===== src/design/mfb_splitter_pkg.sv =====
// -------------------
// Shared sizes and register map of the MFB frame splitter
// Referenced by scoped name from the RTL and the testbench
// -------------------

package mfb_splitter_pkg;

    // Transmit port count and the select field that picks one
    localparam int OUTPUTS = 4;
    localparam int SEL_W   = $clog2(OUTPUTS);

    // Beat payload
    localparam int DATA_W = 64;

    // Metadata as forwarded on TX
    localparam int META_W = 8;

    // Metadata as received, select sits in the low SEL_W bits
    localparam int RX_META_W = SEL_W + META_W;

    // Statistics counters
    localparam int CNT_W = 16;

    // Wishbone statistics port
    localparam int WB_ADR_W = 3;
    localparam int WB_DAT_W = 32;

    // Register map
    // Addresses 0 .. OUTPUTS-1 hold the per-port frame counters
    localparam logic [WB_ADR_W-1:0] ADR_DROPS = 3'd4;

endpackage


===== src/design/mfb_rx_skid.sv =====
// -------------------
// Two-entry receive skid buffer on the MFB RX port
// Registered rx_dst_rdy at one beat per cycle
// -------------------
`timescale 1ns/1ps

module mfb_rx_skid (
    input  logic                                   clk,
    input  logic                                   rst_n,
    input  logic [mfb_splitter_pkg::DATA_W-1:0]    rx_data,
    input  logic [mfb_splitter_pkg::RX_META_W-1:0] rx_meta,
    input  logic                                   rx_sof,
    input  logic                                   rx_eof,
    input  logic                                   rx_src_rdy,
    output logic                                   rx_dst_rdy,
    output logic [mfb_splitter_pkg::DATA_W-1:0]    buf_data,
    output logic [mfb_splitter_pkg::RX_META_W-1:0] buf_meta,
    output logic                                   buf_sof,
    output logic                                   buf_eof,
    output logic                                   buf_valid,
    input  logic                                   buf_take
);

    // Holding register, catches the beat accepted while the main one stalls
    logic [mfb_splitter_pkg::DATA_W-1:0]    hold_data;
    logic [mfb_splitter_pkg::RX_META_W-1:0] hold_meta;
    logic                                   hold_sof;
    logic                                   hold_eof;
    logic                                   hold_valid;

    logic ready_q;
    logic rx_xfer;
    logic main_free;

    assign rx_dst_rdy = ready_q;
    assign rx_xfer    = rx_src_rdy && ready_q;
    // Main register is empty or drained this cycle
    assign main_free  = !buf_valid || buf_take;

    always_ff @(posedge clk) begin
        if (!rst_n) begin
            buf_valid  <= 1'b0;
            hold_valid <= 1'b0;
            ready_q    <= 1'b0;
        end else if (main_free) begin
            // Hold entry drains first, ready is never high with hold full
            buf_valid  <= hold_valid || rx_xfer;
            hold_valid <= 1'b0;
            ready_q    <= 1'b1;
        end else if (rx_xfer) begin
            // Last beat in flight lands in the hold entry
            hold_valid <= 1'b1;
            ready_q    <= 1'b0;
        end else begin
            ready_q <= !hold_valid;
        end
    end

    // Payload path
    always_ff @(posedge clk) begin
        if (main_free) begin
            if (hold_valid) begin
                buf_data <= hold_data;
                buf_meta <= hold_meta;
                buf_sof  <= hold_sof;
                buf_eof  <= hold_eof;
            end else if (rx_xfer) begin
                buf_data <= rx_data;
                buf_meta <= rx_meta;
                buf_sof  <= rx_sof;
                buf_eof  <= rx_eof;
            end
        end else if (rx_xfer) begin
            hold_data <= rx_data;
            hold_meta <= rx_meta;
            hold_sof  <= rx_sof;
            hold_eof  <= rx_eof;
        end
    end

    // Stalled beat must not change under the consumer
    a_buf_stable: assert property (@(posedge clk) disable iff (!rst_n)
        buf_valid && !buf_take |=> buf_valid && $stable(buf_data) && $stable(buf_meta)
            && $stable(buf_sof) && $stable(buf_eof));

endmodule


===== src/design/splitter_ctrl.sv =====
// -------------------
// Frame control, picks the output at SOF
// Forwards in-frame beats and drops orphan beats
// -------------------
`timescale 1ns/1ps

module splitter_ctrl (
    input  logic                                   clk,
    input  logic                                   rst_n,
    input  logic [mfb_splitter_pkg::RX_META_W-1:0] buf_meta,
    input  logic                                   buf_sof,
    input  logic                                   buf_eof,
    input  logic                                   buf_valid,
    output logic                                   buf_take,
    output logic                                   fwd_valid,
    output logic [mfb_splitter_pkg::SEL_W-1:0]     fwd_sel,
    input  logic                                   fwd_ready,
    output logic                                   drop_pulse
);

    logic                               in_frame;
    logic [mfb_splitter_pkg::SEL_W-1:0] sel_q;
    logic [mfb_splitter_pkg::SEL_W-1:0] sof_sel;
    logic                               fwd_accept;

    // Select rides in the low metadata bits
    assign sof_sel = buf_meta[mfb_splitter_pkg::SEL_W-1:0];

    // SOF always opens a frame, even mid-frame
    assign fwd_valid  = buf_valid && (buf_sof || in_frame);
    assign fwd_sel    = buf_sof ? sof_sel : sel_q;
    assign fwd_accept = fwd_valid && fwd_ready;

    // Beat outside any frame
    assign drop_pulse = buf_valid && !buf_sof && !in_frame;

    // Drops never wait on the demux
    assign buf_take = fwd_accept || drop_pulse;

    always_ff @(posedge clk) begin
        if (!rst_n) begin
            in_frame <= 1'b0;
            sel_q    <= '0;
        end else if (fwd_accept) begin
            // Single-beat frame leaves us idle
            in_frame <= !buf_eof;
            if (buf_sof) begin
                sel_q <= sof_sel;
            end
        end
    end

    // A beat is either forwarded or dropped, never both
    a_fwd_drop_excl: assert property (@(posedge clk) disable iff (!rst_n)
        !(fwd_valid && drop_pulse));

endmodule


===== src/design/mfb_tx_demux.sv =====
// -------------------
// TX output register stage
// Strips the select and shows the beat on the chosen port only
// -------------------
`timescale 1ns/1ps

module mfb_tx_demux (
    input  logic                                   clk,
    input  logic                                   rst_n,
    input  logic [mfb_splitter_pkg::DATA_W-1:0]    buf_data,
    input  logic [mfb_splitter_pkg::RX_META_W-1:0] buf_meta,
    input  logic                                   buf_sof,
    input  logic                                   buf_eof,
    input  logic                                   fwd_valid,
    input  logic [mfb_splitter_pkg::SEL_W-1:0]     fwd_sel,
    output logic                                   fwd_ready,
    output logic [mfb_splitter_pkg::DATA_W-1:0]    tx_data [mfb_splitter_pkg::OUTPUTS],
    output logic [mfb_splitter_pkg::META_W-1:0]    tx_meta [mfb_splitter_pkg::OUTPUTS],
    output logic [mfb_splitter_pkg::OUTPUTS-1:0]   tx_sof,
    output logic [mfb_splitter_pkg::OUTPUTS-1:0]   tx_eof,
    output logic [mfb_splitter_pkg::OUTPUTS-1:0]   tx_src_rdy,
    input  logic [mfb_splitter_pkg::OUTPUTS-1:0]   tx_dst_rdy
);

    logic [mfb_splitter_pkg::DATA_W-1:0] data_q;
    logic [mfb_splitter_pkg::META_W-1:0] meta_q;
    logic                                sof_q;
    logic                                eof_q;
    logic [mfb_splitter_pkg::SEL_W-1:0]  port_q;
    logic                                valid_q;
    logic                                out_xfer;

    // Handshake on the target port only
    assign out_xfer  = valid_q && tx_dst_rdy[port_q];
    // Load when empty or emptying
    assign fwd_ready = !valid_q || out_xfer;

    always_ff @(posedge clk) begin
        if (!rst_n) begin
            valid_q <= 1'b0;
        end else if (fwd_ready) begin
            valid_q <= fwd_valid;
        end
    end

    always_ff @(posedge clk) begin
        if (fwd_ready && fwd_valid) begin
            data_q <= buf_data;
            // Drop the select bits
            meta_q <= buf_meta[mfb_splitter_pkg::RX_META_W-1:mfb_splitter_pkg::SEL_W];
            sof_q  <= buf_sof;
            eof_q  <= buf_eof;
            port_q <= fwd_sel;
        end
    end

    // Same payload on every port, qualified by its own src_rdy
    always_comb begin
        for (int i = 0; i < mfb_splitter_pkg::OUTPUTS; i++) begin
            tx_data[i] = data_q;
            tx_meta[i] = meta_q;
        end
        tx_sof             = {mfb_splitter_pkg::OUTPUTS{sof_q}};
        tx_eof             = {mfb_splitter_pkg::OUTPUTS{eof_q}};
        tx_src_rdy         = '0;
        tx_src_rdy[port_q] = valid_q;
    end

    // At most one port offers a beat
    a_src_rdy_onehot: assert property (@(posedge clk) disable iff (!rst_n)
        $onehot0(tx_src_rdy));

endmodule


===== src/design/splitter_stats.sv =====
// -------------------
// Frame and drop counters behind a Wishbone classic slave
// Reads return a counter, any write clears them all
// -------------------
`timescale 1ns/1ps

module splitter_stats (
    input  logic                                   clk,
    input  logic                                   rst_n,
    input  logic [mfb_splitter_pkg::OUTPUTS-1:0]   tx_eof,
    input  logic [mfb_splitter_pkg::OUTPUTS-1:0]   tx_src_rdy,
    input  logic [mfb_splitter_pkg::OUTPUTS-1:0]   tx_dst_rdy,
    input  logic                                   drop_pulse,
    input  logic                                   wb_cyc,
    input  logic                                   wb_stb,
    input  logic                                   wb_we,
    input  logic [mfb_splitter_pkg::WB_ADR_W-1:0]  wb_adr,
    input  logic [mfb_splitter_pkg::WB_DAT_W-1:0]  wb_dat_w,
    output logic [mfb_splitter_pkg::WB_DAT_W-1:0]  wb_dat_r,
    output logic                                   wb_ack
);

    logic [mfb_splitter_pkg::CNT_W-1:0]   frame_cnt [mfb_splitter_pkg::OUTPUTS];
    logic [mfb_splitter_pkg::CNT_W-1:0]   drop_cnt;
    logic [mfb_splitter_pkg::CNT_W-1:0]   rd_val;
    logic [mfb_splitter_pkg::OUTPUTS-1:0] eof_xfer;
    logic                                 wb_req;
    logic                                 cnt_clear;

    // New request only while no ack is out
    assign wb_req    = wb_cyc && wb_stb && !wb_ack;
    // Any write clears, whatever its data
    assign cnt_clear = wb_req && wb_we;

    // Frame ends on its EOF handshake
    assign eof_xfer = tx_eof & tx_src_rdy & tx_dst_rdy;

    always_ff @(posedge clk) begin
        if (!rst_n || cnt_clear) begin
            for (int i = 0; i < mfb_splitter_pkg::OUTPUTS; i++) begin
                frame_cnt[i] <= '0;
            end
            drop_cnt <= '0;
        end else begin
            // Saturate at all ones
            for (int i = 0; i < mfb_splitter_pkg::OUTPUTS; i++) begin
                if (eof_xfer[i] && frame_cnt[i] != '1) begin
                    frame_cnt[i] <= frame_cnt[i] + 1'b1;
                end
            end
            if (drop_pulse && drop_cnt != '1) begin
                drop_cnt <= drop_cnt + 1'b1;
            end
        end
    end

    // Read mux, unmapped addresses give zero
    always_comb begin
        rd_val = '0;
        if (wb_adr < mfb_splitter_pkg::OUTPUTS) begin
            rd_val = frame_cnt[wb_adr[mfb_splitter_pkg::SEL_W-1:0]];
        end else if (wb_adr == mfb_splitter_pkg::ADR_DROPS) begin
            rd_val = drop_cnt;
        end
    end

    always_ff @(posedge clk) begin
        if (!rst_n) begin
            wb_ack <= 1'b0;
        end else begin
            wb_ack <= wb_req;
        end
    end

    // Read data lands with the ack
    always_ff @(posedge clk) begin
        if (wb_req && !wb_we) begin
            wb_dat_r <= {{(mfb_splitter_pkg::WB_DAT_W - mfb_splitter_pkg::CNT_W){1'b0}}, rd_val};
        end
    end

    // Single-cycle ack per access
    a_ack_single: assert property (@(posedge clk) disable iff (!rst_n)
        wb_ack |=> !wb_ack);

endmodule


===== src/design/mfb_splitter.sv =====
// -------------------
// MFB frame splitter top, one RX port to four TX ports
// Wishbone statistics port on the side
// -------------------
`timescale 1ns/1ps

module mfb_splitter (
    input  logic                                   clk,
    input  logic                                   rst_n,
    // RX port
    input  logic [mfb_splitter_pkg::DATA_W-1:0]    rx_data,
    input  logic [mfb_splitter_pkg::RX_META_W-1:0] rx_meta,
    input  logic                                   rx_sof,
    input  logic                                   rx_eof,
    input  logic                                   rx_src_rdy,
    output logic                                   rx_dst_rdy,
    // TX ports
    output logic [mfb_splitter_pkg::DATA_W-1:0]    tx_data [mfb_splitter_pkg::OUTPUTS],
    output logic [mfb_splitter_pkg::META_W-1:0]    tx_meta [mfb_splitter_pkg::OUTPUTS],
    output logic [mfb_splitter_pkg::OUTPUTS-1:0]   tx_sof,
    output logic [mfb_splitter_pkg::OUTPUTS-1:0]   tx_eof,
    output logic [mfb_splitter_pkg::OUTPUTS-1:0]   tx_src_rdy,
    input  logic [mfb_splitter_pkg::OUTPUTS-1:0]   tx_dst_rdy,
    // Wishbone statistics
    input  logic                                   wb_cyc,
    input  logic                                   wb_stb,
    input  logic                                   wb_we,
    input  logic [mfb_splitter_pkg::WB_ADR_W-1:0]  wb_adr,
    input  logic [mfb_splitter_pkg::WB_DAT_W-1:0]  wb_dat_w,
    output logic [mfb_splitter_pkg::WB_DAT_W-1:0]  wb_dat_r,
    output logic                                   wb_ack
);

    // Skid buffer output
    logic [mfb_splitter_pkg::DATA_W-1:0]    buf_data;
    logic [mfb_splitter_pkg::RX_META_W-1:0] buf_meta;
    logic                                   buf_sof;
    logic                                   buf_eof;
    logic                                   buf_valid;
    logic                                   buf_take;

    // Control to demux
    logic                                   fwd_valid;
    logic [mfb_splitter_pkg::SEL_W-1:0]     fwd_sel;
    logic                                   fwd_ready;
    logic                                   drop_pulse;

    mfb_rx_skid u_skid (
        .clk        (clk),
        .rst_n      (rst_n),
        .rx_data    (rx_data),
        .rx_meta    (rx_meta),
        .rx_sof     (rx_sof),
        .rx_eof     (rx_eof),
        .rx_src_rdy (rx_src_rdy),
        .rx_dst_rdy (rx_dst_rdy),
        .buf_data   (buf_data),
        .buf_meta   (buf_meta),
        .buf_sof    (buf_sof),
        .buf_eof    (buf_eof),
        .buf_valid  (buf_valid),
        .buf_take   (buf_take)
    );

    splitter_ctrl u_ctrl (
        .clk        (clk),
        .rst_n      (rst_n),
        .buf_meta   (buf_meta),
        .buf_sof    (buf_sof),
        .buf_eof    (buf_eof),
        .buf_valid  (buf_valid),
        .buf_take   (buf_take),
        .fwd_valid  (fwd_valid),
        .fwd_sel    (fwd_sel),
        .fwd_ready  (fwd_ready),
        .drop_pulse (drop_pulse)
    );

    mfb_tx_demux u_demux (
        .clk        (clk),
        .rst_n      (rst_n),
        .buf_data   (buf_data),
        .buf_meta   (buf_meta),
        .buf_sof    (buf_sof),
        .buf_eof    (buf_eof),
        .fwd_valid  (fwd_valid),
        .fwd_sel    (fwd_sel),
        .fwd_ready  (fwd_ready),
        .tx_data    (tx_data),
        .tx_meta    (tx_meta),
        .tx_sof     (tx_sof),
        .tx_eof     (tx_eof),
        .tx_src_rdy (tx_src_rdy),
        .tx_dst_rdy (tx_dst_rdy)
    );

    // Counts frames off the top-level TX handshakes
    splitter_stats u_stats (
        .clk        (clk),
        .rst_n      (rst_n),
        .tx_eof     (tx_eof),
        .tx_src_rdy (tx_src_rdy),
        .tx_dst_rdy (tx_dst_rdy),
        .drop_pulse (drop_pulse),
        .wb_cyc     (wb_cyc),
        .wb_stb     (wb_stb),
        .wb_we      (wb_we),
        .wb_adr     (wb_adr),
        .wb_dat_w   (wb_dat_w),
        .wb_dat_r   (wb_dat_r),
        .wb_ack     (wb_ack)
    );

endmodule


===== config.mk =====
export PLATFORM = sky130hd
export DESIGN_NAME = mfb_splitter
export DESIGN_NICKNAME = d
export VERILOG_FILES = /design/src/design/mfb_splitter_pkg.sv /design/src/design/mfb_rx_skid.sv /design/src/design/splitter_ctrl.sv /design/src/design/mfb_tx_demux.sv /design/src/design/splitter_stats.sv /design/src/design/mfb_splitter.sv
export SDC_FILE = /design/constraint.sdc
export NUM_CORES = 1
export LEC_CHECK = 0
export BUFFER_PORTS_ARGS = -buffer_cell sky130_fd_sc_hd__buf_2
export CORE_AREA = 2 2 179 181
export DETAILED_ROUTE_END_ITERATION = 10
export DIE_AREA = 0 0 181 183
export PLACE_DENSITY = 0.83
export SYNTH_ARGS = -nofsm -noshare
export SYNTH_HDL_FRONTEND = slang
export SYNTH_SLANG_ARGS = --single-unit
export TNS_END_PERCENT = 1

===== constraint.sdc =====
create_clock -name clk -period 16.11 [get_ports clk]
set_input_delay 3.222 -clock clk [delete_from_list [all_inputs] [get_ports clk]]
set_output_delay 3.222 -clock clk [all_outputs]
set_load 0.005 [all_outputs]

==> run summary, run 1 <==
### Power
* **PD cells** 111.7 nW/µm²
* **Seq pwr share** 0.508
* **Leakage** 6.442 nW
* **VDD IR max** 0.09090 mV
* **combinational group share of total power** 0.043
* **clock group share of total power** 0.449
* **switching power as a share of total power** 0.2068
* **cell-internal power** 1.541 mW
* **switching power of the nets** 0.4017 mW
* **power consumption** 1.942 mW

### STA
* **Fin Setup TNS** 0 ns
* **RSZ-0062 raised after global routing** false
* **total of endpoints with negative setup slack in the final report** 0
* **slew at the pin closest to its max-slew limit** 1.306 ns
* **post-route clock period utilization** 0.3320
* **slew margin rel.** 0.1245
* **number of hold-slack violations in the final timing report** 0
* **maximum clock frequency** 186.9 MHz
* **Final Slew Violations** 0
* **final period demand of the worst path** 5.349 ns
* **Worst Skew** 0.01900 ns

### Floorplanning
* **Die Footprint** 33120 µm²
* **Starting Density** 0.4919
* **core outline area** 31230 µm²
* **number of placement rows** 65
* **width of the die** 181 µm
* **height of the die** 183 µm
* **Top Ports** 455

### Worst hold path
* **number of instances on the worst hold path** 0
* **class of the worst hold path** register to register

### Yosys
* **Gate Count Post-Synth** 1126
* **per-instance average area after synthesis** 13.64 µm²
* **Ys Warns** 0
* **summed instance area of the synthesized netlist** 15360 µm²
* **predominant post-synthesis flop cell** sky130_fd_sc_hd__edfxtp_1
* **portion of the post-synthesis area used by sequential elements** 0.6333
* **number of enable-type register cells in the synthesized netlist** 308
* **register bit total from synthesis** 332
* **number of unique standard cell types used by synthesis** 51
* **fraction of synthesis flops using an asynchronous set or reset pin** 0

### Critical path
* **arrival time of the worst setup path** 5.49 ns
* **data required time at the worst endpoint** 16.25 ns
* **largest fanout on the critical path** 43
* **critical path capture point type** register
* **type of the setup path with the least slack** primary input to register
* **Worst R2R Path Depth** 5
* **Critical Path Start Type** primary input

### Finish
* **layout overhead on the synthesized area** 13.22%
* **fraction of final layout cells sized beyond drive strength 1** 0.4272
* **fin nets** 1454
* **commonest non-fill, non-tap cells in the layout** sky130_fd_sc_hd__buf_2, sky130_fd_sc_hd__edfxtp_1, sky130_fd_sc_hd__mux2_2
* **most common cell after layout, fill and taps aside** sky130_fd_sc_hd__buf_2

### Clock network
* **root buffer selected by CTS** sky130_fd_sc_hd__clkbuf_16
* **cts repair resizes** 0
* **Setup Fix Bufs, Post-CTS** 0
* **clock-pin slew on the worst setup and hold paths** 0.06 ns
* **Post-CTS Hold Fix Bufs** 0
* **clock network latency to the later pin of the worst-skew pair** 0.53 ns
* **number of CTS-inserted buffers** 37
* **number of sinks handled by clock tree synthesis** 332
* **CTS tree** built
* **deepest level of the CTS H-tree** 2
* **clock tree buffer depth** 3

### Placement
* **placed wire-length estimate** 25300 µm
* **GPL Wtd Cong** 0.8881
* **Port Buf Inserts** 406

### Routing
* **Post-route DRC** 0
* **number of vias in the routed layout** 9409
* **mean number of vias per cell** 5.355
* **routed wirelength normalized by instance count** 20.28 µm
* **TritonRoute pass-1 iters** 5
* **Routed WL** 35630 µm
* **first-iteration detailed-routing DRC count** 733
* **number of antenna-violating nets in the routed design** 0

### GRT
* **All-Layer GR Usage** 0.2051
* **final global-route overflow total** 0
* **number of antenna violations at the first check in global routing** 5
* **number of global-route vias before repair** 8848
* **first-pass GRT wire length** 52080 µm
* **pin count of the biggest net entering global routing** 83

### Status
* **outcome** finished, final reports clean

### Flow run
* **max-cap violation count** 0

[area by class of cell]
cell class              count  area, µm²
diodes                      2      5.005
clock buffers              42      944.7
clock inverters            22      315.3
fillers                  2503      13840
inverters                  37      138.9
multi-input cells         506       3662
flip-flops and latches    332       9733
well taps                 402      503.0
repair buffers            414       2092
[flip-flops by register name, summed over array words and instances (netlist names)]
signal	count
u_stats.wb_dat_r	16
u_stats.wb_ack	1
u_demux.sof_q	1
u_skid.buf_sof	1
u_skid.buf_data	64
u_skid.hold_meta	10
u_demux.data_q	64
u_ctrl.sel_q	2
u_skid.buf_valid	1
u_skid.hold_data	64
u_skid.hold_eof	1
u_ctrl.in_frame	1
u_skid.hold_sof	1
u_demux.eof_q	1
u_skid.buf_meta	10
u_skid.rx_dst_rdy	1
u_stats.drop_cnt	16
u_skid.buf_eof	1
u_demux.meta_q	8
u_demux.valid_q	1
u_stats.frame_cnt	64
u_skid.hold_valid	1
u_demux.port_q	2
[Yosys cell counts (7+ instances only)]
cell	instances	area, µm²
sky130_fd_sc_hd__and3_1	10	62.56
sky130_fd_sc_hd__o21ai_0	29	145.1
sky130_fd_sc_hd__xnor2_1	40	350.3
sky130_fd_sc_hd__or4_1	7	52.55
sky130_fd_sc_hd__buf_2	7	35.03
sky130_fd_sc_hd__mux2_2	78	878.3
sky130_fd_sc_hd__a21oi_1	23	115.1
sky130_fd_sc_hd__edfxtp_1	308	9249
sky130_fd_sc_hd__or3_1	8	50.05
sky130_fd_sc_hd__nand4_1	16	100.1
sky130_fd_sc_hd__buf_4	241	1809
sky130_fd_sc_hd__dfxtp_1	24	480.5
sky130_fd_sc_hd__clkbuf_1	12	45.04
sky130_fd_sc_hd__o31ai_1	8	60.06
sky130_fd_sc_hd__mux4_2	15	337.8
sky130_fd_sc_hd__inv_1	37	138.9
sky130_fd_sc_hd__nand2_1	48	180.2
sky130_fd_sc_hd__nor2_1	72	270.3
sky130_fd_sc_hd__nor4_1	15	93.84
sky130_fd_sc_hd__nor3_1	26	130.1
sky130_fd_sc_hd__nand3_1	35	175.2
sky130_fd_sc_hd__xor2_1	9	78.83
[cells by family (layout without fill, tap and decap cells)]
| kind of cell | Yosys count | in the layout | share of synthesized area |
|---|---|---|---|
| XOR/XNOR | 49 | 49 | 0.02793 |
| multiplexers | 100 | 100 | 0.08584 |
| flip-flops | 332 | 332 | 0.6333 |
| adder cells (fa/ha/maj) | 5 | 5 | 0.004072 |
| AO/OA/AOI/OAI | 72 | 72 | 0.02777 |
| AND/OR/NAND/NOR | 264 | 264 | 0.08730 |
| other | 1 | 18 | 0.0002441 |
| buffers and inverters | 303 | 515 | 0.1336 |
[worst max-delay path: stages]
cell	delay (ns)
sky130_fd_sc_hd__buf_2	0.14
sky130_fd_sc_hd__mux4_2	0.48
sky130_fd_sc_hd__nand2b_1	0.18
sky130_fd_sc_hd__nor2_1	0.24
sky130_fd_sc_hd__and3_4	0.59
sky130_fd_sc_hd__buf_4	0.59
[stage by stage]
stage          utilization  area (µm²)  setup WS (ns)  std cells  hold slack, ns
4_1_cts             0.5568       17390          10.71       1755          0.4058
5_1_grt             0.5570       17390          10.59       1757          0.4195
2_1_floorplan            -       15420          8.776       1141          0.4003
6_report            0.5570       17390          10.76       1757          0.4092
3_5_place_dp        0.5165       16130          10.15       1691          0.4045
3_3_place_gp        0.5165       16130          10.22       1691          0.4003
[per-layer routing]
| metal | up-vias | routed length (µm) | GRT usage |
|---|---|---|---|
| met4 | 4 | 838 | 0.05919 |
| met5 | - | 27 | 0 |
| li1 | 4258 | - | - |
| met2 | 473 | 17890 | 0.3574 |
| met1 | 4600 | 14000 | 0.2572 |
| met3 | 74 | 2864 | 0.04805 |
[power groups by stage]
stage	sequential [mW]	clock [mW]	combinational (mW)
after floorplan	0.998	0	0.0578
after global placement	1.00	0	0.0806
after detailed placement	1.00	0	0.0832
after CTS	0.985	0.890	0.0840
after global routing	0.988	0.924	0.0914
final	0.986	0.873	0.0838
[worst paths after layout]
check	start	endpoint	slack, ns
max	tx_dst_rdy[2]	u_skid.hold_meta[2]	10.76
min	u_skid.buf_data[0]	u_demux.data_q[0]	0.41
max reg2reg	u_demux.port_q[1]	u_skid.hold_meta[2]	12.93
min reg2reg	u_skid.buf_data[0]	u_demux.data_q[0]	0.41
No activity file was read; power rests on OpenSTA's default activity.
==> run 2: changes to the inputs <==
- ABC_AREA: unset -> 1
- CORE_AREA: 2 2 179 181 -> unset
- CORE_MARGIN: unset -> 2
- CORE_UTILIZATION: unset -> 52
- DIE_AREA: 0 0 181 183 -> unset
- PLACE_DENSITY: 0.83 -> 0.86
- clock period: 16.11 -> 5.35 ns (I/O delays scaled with it)
==> run 2 against run 1 <==
Against the previous run: clock power grew to 2.7 times the previous value; flip-flop and latch count is the same; critical path depth grew 1; total power grew to 2.9 times the previous value; combinational power grew to 3.1 times the previous value; via count grew 16%; first-iteration DRC count grew 57%; non-clock buffer count shrank 2; count of clock-buffer cells in the layout grew 6; cell area grew 0.42%.
==> run summary, run 2 <==
### Status
* **outcome** finished, final reports clean

### Routing
* **met1 wire length** 14120 µm
* **Post-route DRC** 0
* **Met2 Wirelength** 18920 µm
* **TritonRoute pass-1 iters** 5
* **number of antenna-violating nets in the routed design** 0
* **routed length on met3** 2710 µm
* **Routed WL** 37170 µm
* **first-iteration detailed-routing DRC count** 1149
* **mean number of vias per cell** 5.243
* **number of vias in the routed layout** 10890
* **highest layer used for signal routing** met5
* **routed wirelength normalized by instance count** 17.89 µm

### STA
* **RSZ-0062 raised after global routing** false
* **total of endpoints with negative setup slack in the final report** 0
* **Final Slew Violations** 0
* **slew at the pin closest to its max-slew limit** 1.040 ns
* **post-route clock period utilization** 0.5882
* **final period demand of the worst path** 3.147 ns
* **Fin Setup TNS** 0 ns
* **slew margin rel.** 0.3065
* **Worst Skew** 0.03231 ns
* **number of hold-slack violations in the final timing report** 0
* **maximum clock frequency** 317.8 MHz

### GRT
* **pin count of the biggest net entering global routing** 78
* **number of antenna violations at the first check in global routing** 3
* **final global-route overflow total** 0
* **first-pass GRT wire length** 54970 µm
* **number of global-route vias before repair** 10120
* **All-Layer GR Usage** 0.2259

### Power
* **VDD IR max** 0.2639 mV
* **clock group share of total power** 0.426
* **combinational group share of total power** 0.046
* **switching power as a share of total power** 0.2206
* **PD cells** 321.4 nW/µm²
* **Leakage** 7.165 nW
* **switching power of the nets** 1.238 mW
* **Seq pwr share** 0.528
* **cell-internal power** 4.376 mW

### Critical path
* **count of buffering cells on the critical path with inverters included** 3
* **data required time at the worst endpoint** 5.57 ns
* **largest fanout on the critical path** 55
* **cell type group with the largest total delay on the critical path** buffers and inverters
* **Slowest cell on crit path** sky130_fd_sc_hd__clkinv_2
* **arrival time of the worst setup path** 3.37 ns
* **max incr delay on CP** 0.76 ns
* **type of the setup path with the least slack** primary input to register
* **Critical Path Start Type** primary input
* **critical path capture point type** register
* **cells along the critical path** buf_2, nor3b_2, nor2_1, nand4_1, nand2_1, clkinv_2, buf_4

### Clock network
* **root buffer selected by CTS** sky130_fd_sc_hd__clkbuf_16
* **deepest level of the CTS H-tree** 2
* **clock network latency to the later pin of the worst-skew pair** 0.53 ns
* **Setup Fix Bufs, Post-CTS** 0
* **CTS tree** built
* **number of sinks handled by clock tree synthesis** 332
* **number of CTS-inserted buffers** 36
* **cts repair resizes** 0
* **clock tree buffer depth** 3
* **clock-pin slew on the worst setup and hold paths** 0.06 ns
* **Post-CTS Hold Fix Bufs** 0

### Finish
* **most common cell after layout, fill and taps aside** sky130_fd_sc_hd__nand2_1
* **fin nets** 1784
* **post-route non-filler standard cell count** 2077
* **final cell area excluding filler cells** 17470 µm²
* **layout overhead on the synthesized area** 11.36%
* **fraction of final layout cells sized beyond drive strength 1** 0.2967
* **commonest non-fill, non-tap cells in the layout** sky130_fd_sc_hd__nand2_1, sky130_fd_sc_hd__buf_2, sky130_fd_sc_hd__edfxtp_1

### Flow run
* **max-cap violation count** 0

### Floorplanning
* **height of the die** 177.7 µm
* **Die Footprint** 31570 µm²
* **core outline area** 29640 µm²
* **number of placement rows** 63
* **Top Ports** 455
* **Starting Density** 0.5292
* **width of the die** 177.7 µm

### Placement
* **placed wire-length estimate** 25930 µm
* **GPL Wtd Cong** 0.9278
* **Port Buf Inserts** 406
* **Placed Area** 16330 µm²
* **number of placed instances, taps included** 2010

### Yosys
* **Gate Count Post-Synth** 1470
* **number of enable-type register cells in the synthesized netlist** 308
* **portion of the post-synthesis area used by sequential elements** 0.6203
* **predominant post-synthesis flop cell** sky130_fd_sc_hd__edfxtp_1
* **fraction of synthesis flops using an asynchronous set or reset pin** 0
* **Ys Warns** 0
* **summed instance area of the synthesized netlist** 15690 µm²
* **per-instance average area after synthesis** 10.67 µm²
* **share of the synthesized area in the top cell type** 0.5897
* **most frequent cell after synthesis** sky130_fd_sc_hd__nand2_1
* **dominant cell type by area after synthesis** sky130_fd_sc_hd__edfxtp_1
* **commonest cells in the netlist** sky130_fd_sc_hd__nand2_1, sky130_fd_sc_hd__edfxtp_1, sky130_fd_sc_hd__buf_4, sky130_fd_sc_hd__nor2_1, sky130_fd_sc_hd__nand3_1
* **number of unique standard cell types used by synthesis** 39
* **register bit total from synthesis** 332
* **ranking of synthesized cells by area** sky130_fd_sc_hd__edfxtp_1, sky130_fd_sc_hd__buf_4, sky130_fd_sc_hd__nand2_1, sky130_fd_sc_hd__dfxtp_1, sky130_fd_sc_hd__nor2_1

### Worst hold path
* **class of the worst hold path** register to register

run 2: cell types whose count changed in the layout (fill, tap and decap cells not counted), sizes merged, moves of 10 or more:
| cell | previous run | this run |
|---|---|---|
| a21oi | 23 | 39 |
| inv | 38 | 73 |
| nor4 | 15 | 0 |
| nand2 | 48 | 441 |
| xor2 | 9 | 20 |
| and3 | 10 | 0 |
| nor2 | 72 | 105 |
| mux2 | 78 | 0 |
| o21ai | 29 | 10 |
| a32o | 0 | 16 |
| mux4 | 17 | 0 |
| xnor2 | 40 | 15 |
| nand3 | 36 | 78 |
| or3 | 11 | 0 |
run 2: through the flow:
step	total power, mW	util	setup WS (ns)	hold slack, ns
after floorplan	3.182	-	0.08851	0.4003
after global placement	3.262	0.5511	1.671	0.4008
after detailed placement	3.275	0.5511	1.639	0.4045
after CTS	5.653	0.5892	2.174	0.4153
after global routing	5.795	0.5892	2.016	0.4232
final	5.615	0.5893	2.203	0.4046
run 2: cell type report:
type                       count  area, µm²
fill                        2407      12170
timing repair buffer         412       2077
clock buffer                  48      997.2
multi-input combinational    804       3764
clock inverter                17      130.1
tap                          390      488.0
antenna                        2      5.005
sequential                   332       9733
inverter                      72      272.8
run 2: cells by family after synthesis:
family          count (synthesis)  share of synthesized area
other cells                     1                  0.0002391
buf+inv                       349                     0.1438
compound gates                 68                    0.02776
simple gates                  680                     0.1843
xor+xnor                       35                    0.01954
fa+ha+maj                       5                   0.003989
flops                         332                     0.6203
run 2: per-layer routing:
metal / global-route usage / up-vias
met5: 0 / -
met4: 0.08777 / 2
met3: 0.04392 / 99
met2: 0.3842 / 537
met1: 0.2854 / 5214
li1: - / 5038
run 2: power groups by stage:
stage	clock network [mW]	registers [mW]	logic [mW]
final	2.39	2.96	0.261
after global routing	2.53	2.97	0.291
after CTS	2.43	2.96	0.261
after detailed placement	0	3.02	0.258
after global placement	0	3.01	0.250
after floorplan	0	3.00	0.179
run 2: final timing paths:
path	endpoint	slack (ns)	start	cells past startpoint
max	u_skid.buf_data[17]	2.20	tx_dst_rdy[0]	7
min	u_demux.data_q[26]	0.40	u_skid.buf_data[26]	0
max reg2reg	u_skid.buf_data[17]	2.33	u_demux.port_q[0]	7
min reg2reg	u_demux.data_q[26]	0.40	u_skid.buf_data[26]	0
==> run 3: changes to the inputs <==
- CORE_UTILIZATION: 52 -> 47
- PLACE_DENSITY: 0.86 -> 0.82
- clock period: 5.35 -> 2.83 ns (I/O delays scaled with it)
==> run 3 against run 2 <==
Against the previous run: sequential power rose by 90%; clock power grew 92%; register-to-register slack worse by 1.7 ns; largest cell class unchanged; critical path type is now register to register; total power increased by 90%.
==> run summary, run 3 (same netlist as run 2, synthesis figures left out) <==
### GRT
* **first-pass GRT wire length** 55220 µm
* **number of antenna violations at the first check in global routing** 6
* **All-Layer GR Usage** 0.1986
* **pin count of the biggest net entering global routing** 77
* **final global-route overflow total** 0
* **number of global-route vias before repair** 10080

### STA
* **post-route clock period utilization** 0.7886
* **minimum setup slack in the final design** 0.5983 ns
* **post-route worst hold slack** 0.2182 ns
* **number of hold-slack violations in the final timing report** 0
* **Final Slew Violations** 0
* **total of endpoints with negative setup slack in the final report** 0
* **slew at the pin closest to its max-slew limit** 0.8448 ns
* **RSZ-0062 raised after global routing** false
* **slew margin rel.** 0.4368
* **maximum clock frequency** 448.1 MHz
* **final period demand of the worst path** 2.232 ns
* **Fin Setup TNS** 0 ns
* **Worst Skew** 0.01889 ns

### Routing
* **Post-route DRC** 0
* **number of antenna-violating nets in the routed design** 0
* **number of vias in the routed layout** 10760
* **Routed WL** 36050 µm
* **routed wirelength normalized by instance count** 16.86 µm
* **first-iteration detailed-routing DRC count** 833
* **mean number of vias per cell** 5.031
* **TritonRoute pass-1 iters** 5

### Critical path
* **startpoint of the worst register-to-register path** u_demux.port_q[0]
* **Worst R2R Path Depth** 6
* **largest fanout on the critical path** 29
* **arrival time of the worst setup path** 2.45 ns
* **data required time at the worst endpoint** 3.05 ns
* **critical path capture point type** register
* **cells along the critical path** nand3_1, nand2_1, nor2_1, nand4_1, nor2_4, buf_12
* **type of the setup path with the least slack** register to register
* **max incr delay on CP** 0.48 ns
* **worst reg2reg endpoint** u_skid.hold_data[39]
* **r2r setup slk** 0.60 ns
* **Slowest cell on crit path** sky130_fd_sc_hd__edfxtp_1
* **Critical Path Start Type** register

### Placement
* **GPL Wtd Cong** 0.9115
* **Port Buf Inserts** 406
* **number of placed instances, taps included** 2073
* **placed wire-length estimate** 25540 µm
* **Placed Area** 16540 µm²
* **Post-Place Worst Slack** 0.4774 ns

### Finish
* **fin nets** 1795
* **fraction of final layout cells sized beyond drive strength 1** 0.3018
* **most common cell after layout, fill and taps aside** sky130_fd_sc_hd__nand2_1
* **commonest non-fill, non-tap cells in the layout** sky130_fd_sc_hd__nand2_1, sky130_fd_sc_hd__buf_2, sky130_fd_sc_hd__edfxtp_1
* **post-route non-filler standard cell count** 2138
* **layout overhead on the synthesized area** 12.95%
* **Filler Cell Count** 2718
* **final cell area excluding filler cells** 17720 µm²
* **area used by sequential logic in the layout** 9731 µm²
* **core utilization of the finished layout** 0.5418
* **footprint of the multi-input gates** 3764 µm²

### Floorplanning
* **Top Ports** 455
* **Starting Density** 0.4796
* **number of placement rows** 66
* **height of the die** 186.7 µm
* **Die Footprint** 34850 µm²
* **core outline area** 32700 µm²
* **width of the die** 186.7 µm

### Clock network
* **root buffer selected by CTS** sky130_fd_sc_hd__clkbuf_16
* **number of CTS-inserted buffers** 36
* **CTS tree** built
* **cts repair resizes** 0
* **Post-CTS Hold Fix Bufs** 0
* **deepest level of the CTS H-tree** 2
* **clock tree buffer depth** 3
* **clock-pin slew on the worst setup and hold paths** 0.06 ns
* **clock network latency to the later pin of the worst-skew pair** 0.53 ns
* **Setup Fix Bufs, Post-CTS** 0
* **number of sinks handled by clock tree synthesis** 332

### Worst hold path
* **class of the worst hold path** primary input to register
* **startpoint of the tightest hold check path** rx_data[44]
* **endpoint with the worst hold slack** u_skid.hold_data[44]
* **number of instances on the worst hold path** 1

### Flow run
* **max-cap violation count** 0

### Power
* **power consumption** 10.69 mW
* **Leakage** 7.265 nW
* **PD cells** 603.3 nW/µm²
* **VDD IR max** 0.8135 mV

### Status
* **outcome** finished, final reports clean

## run 3: cell type report
type	instances	area share
sequential	332	0.5492
timing repair buffer	423	0.1254
antenna	3	0.0004237
tap	442	0.03121
inverter	72	0.01540
clock inverter	20	0.01321
multi-input combinational	804	0.2124
clock buffer	42	0.05268
## run 3: how the worst max path moves through the flow
stage	startpoint	to	slack, ns	depth (start not counted)
after floorplan	tx_dst_rdy[0]	u_skid.buf_data[0]	-0.15	5
after global placement	tx_dst_rdy[0]	u_skid.hold_data[6]	0.48	6
after detailed placement	tx_dst_rdy[0]	u_skid.hold_data[7]	0.48	6
after CTS	u_demux.port_q[0]	u_skid.hold_data[7]	0.62	6
after global routing	u_demux.port_q[1]	u_skid.hold_data[39]	0.40	7
final	u_demux.port_q[0]	u_skid.hold_data[39]	0.60	6
## run 3: per-layer routing
layer / GRT usage / routed length (µm) / vias up
met1: 0.2508 / 14160 / 5111
met5: 0 / 41 / -
met4: 0.07021 / 1107 / 6
met2: 0.3403 / 18000 / 495
li1: - / - / 5066
met3: 0.04006 / 2745 / 79
## run 3: power by group
group          switching (mW)  internal, mW
Clock                    1.92          2.67
Sequential              0.105          5.50
Combinational           0.306         0.192
## run 3: worst max-delay path: cells and delay by family (launching register included)
family,cells,cell delay [ns]
flops,1,0.48
buf+inv,1,0.26
simple gates,5,1.17
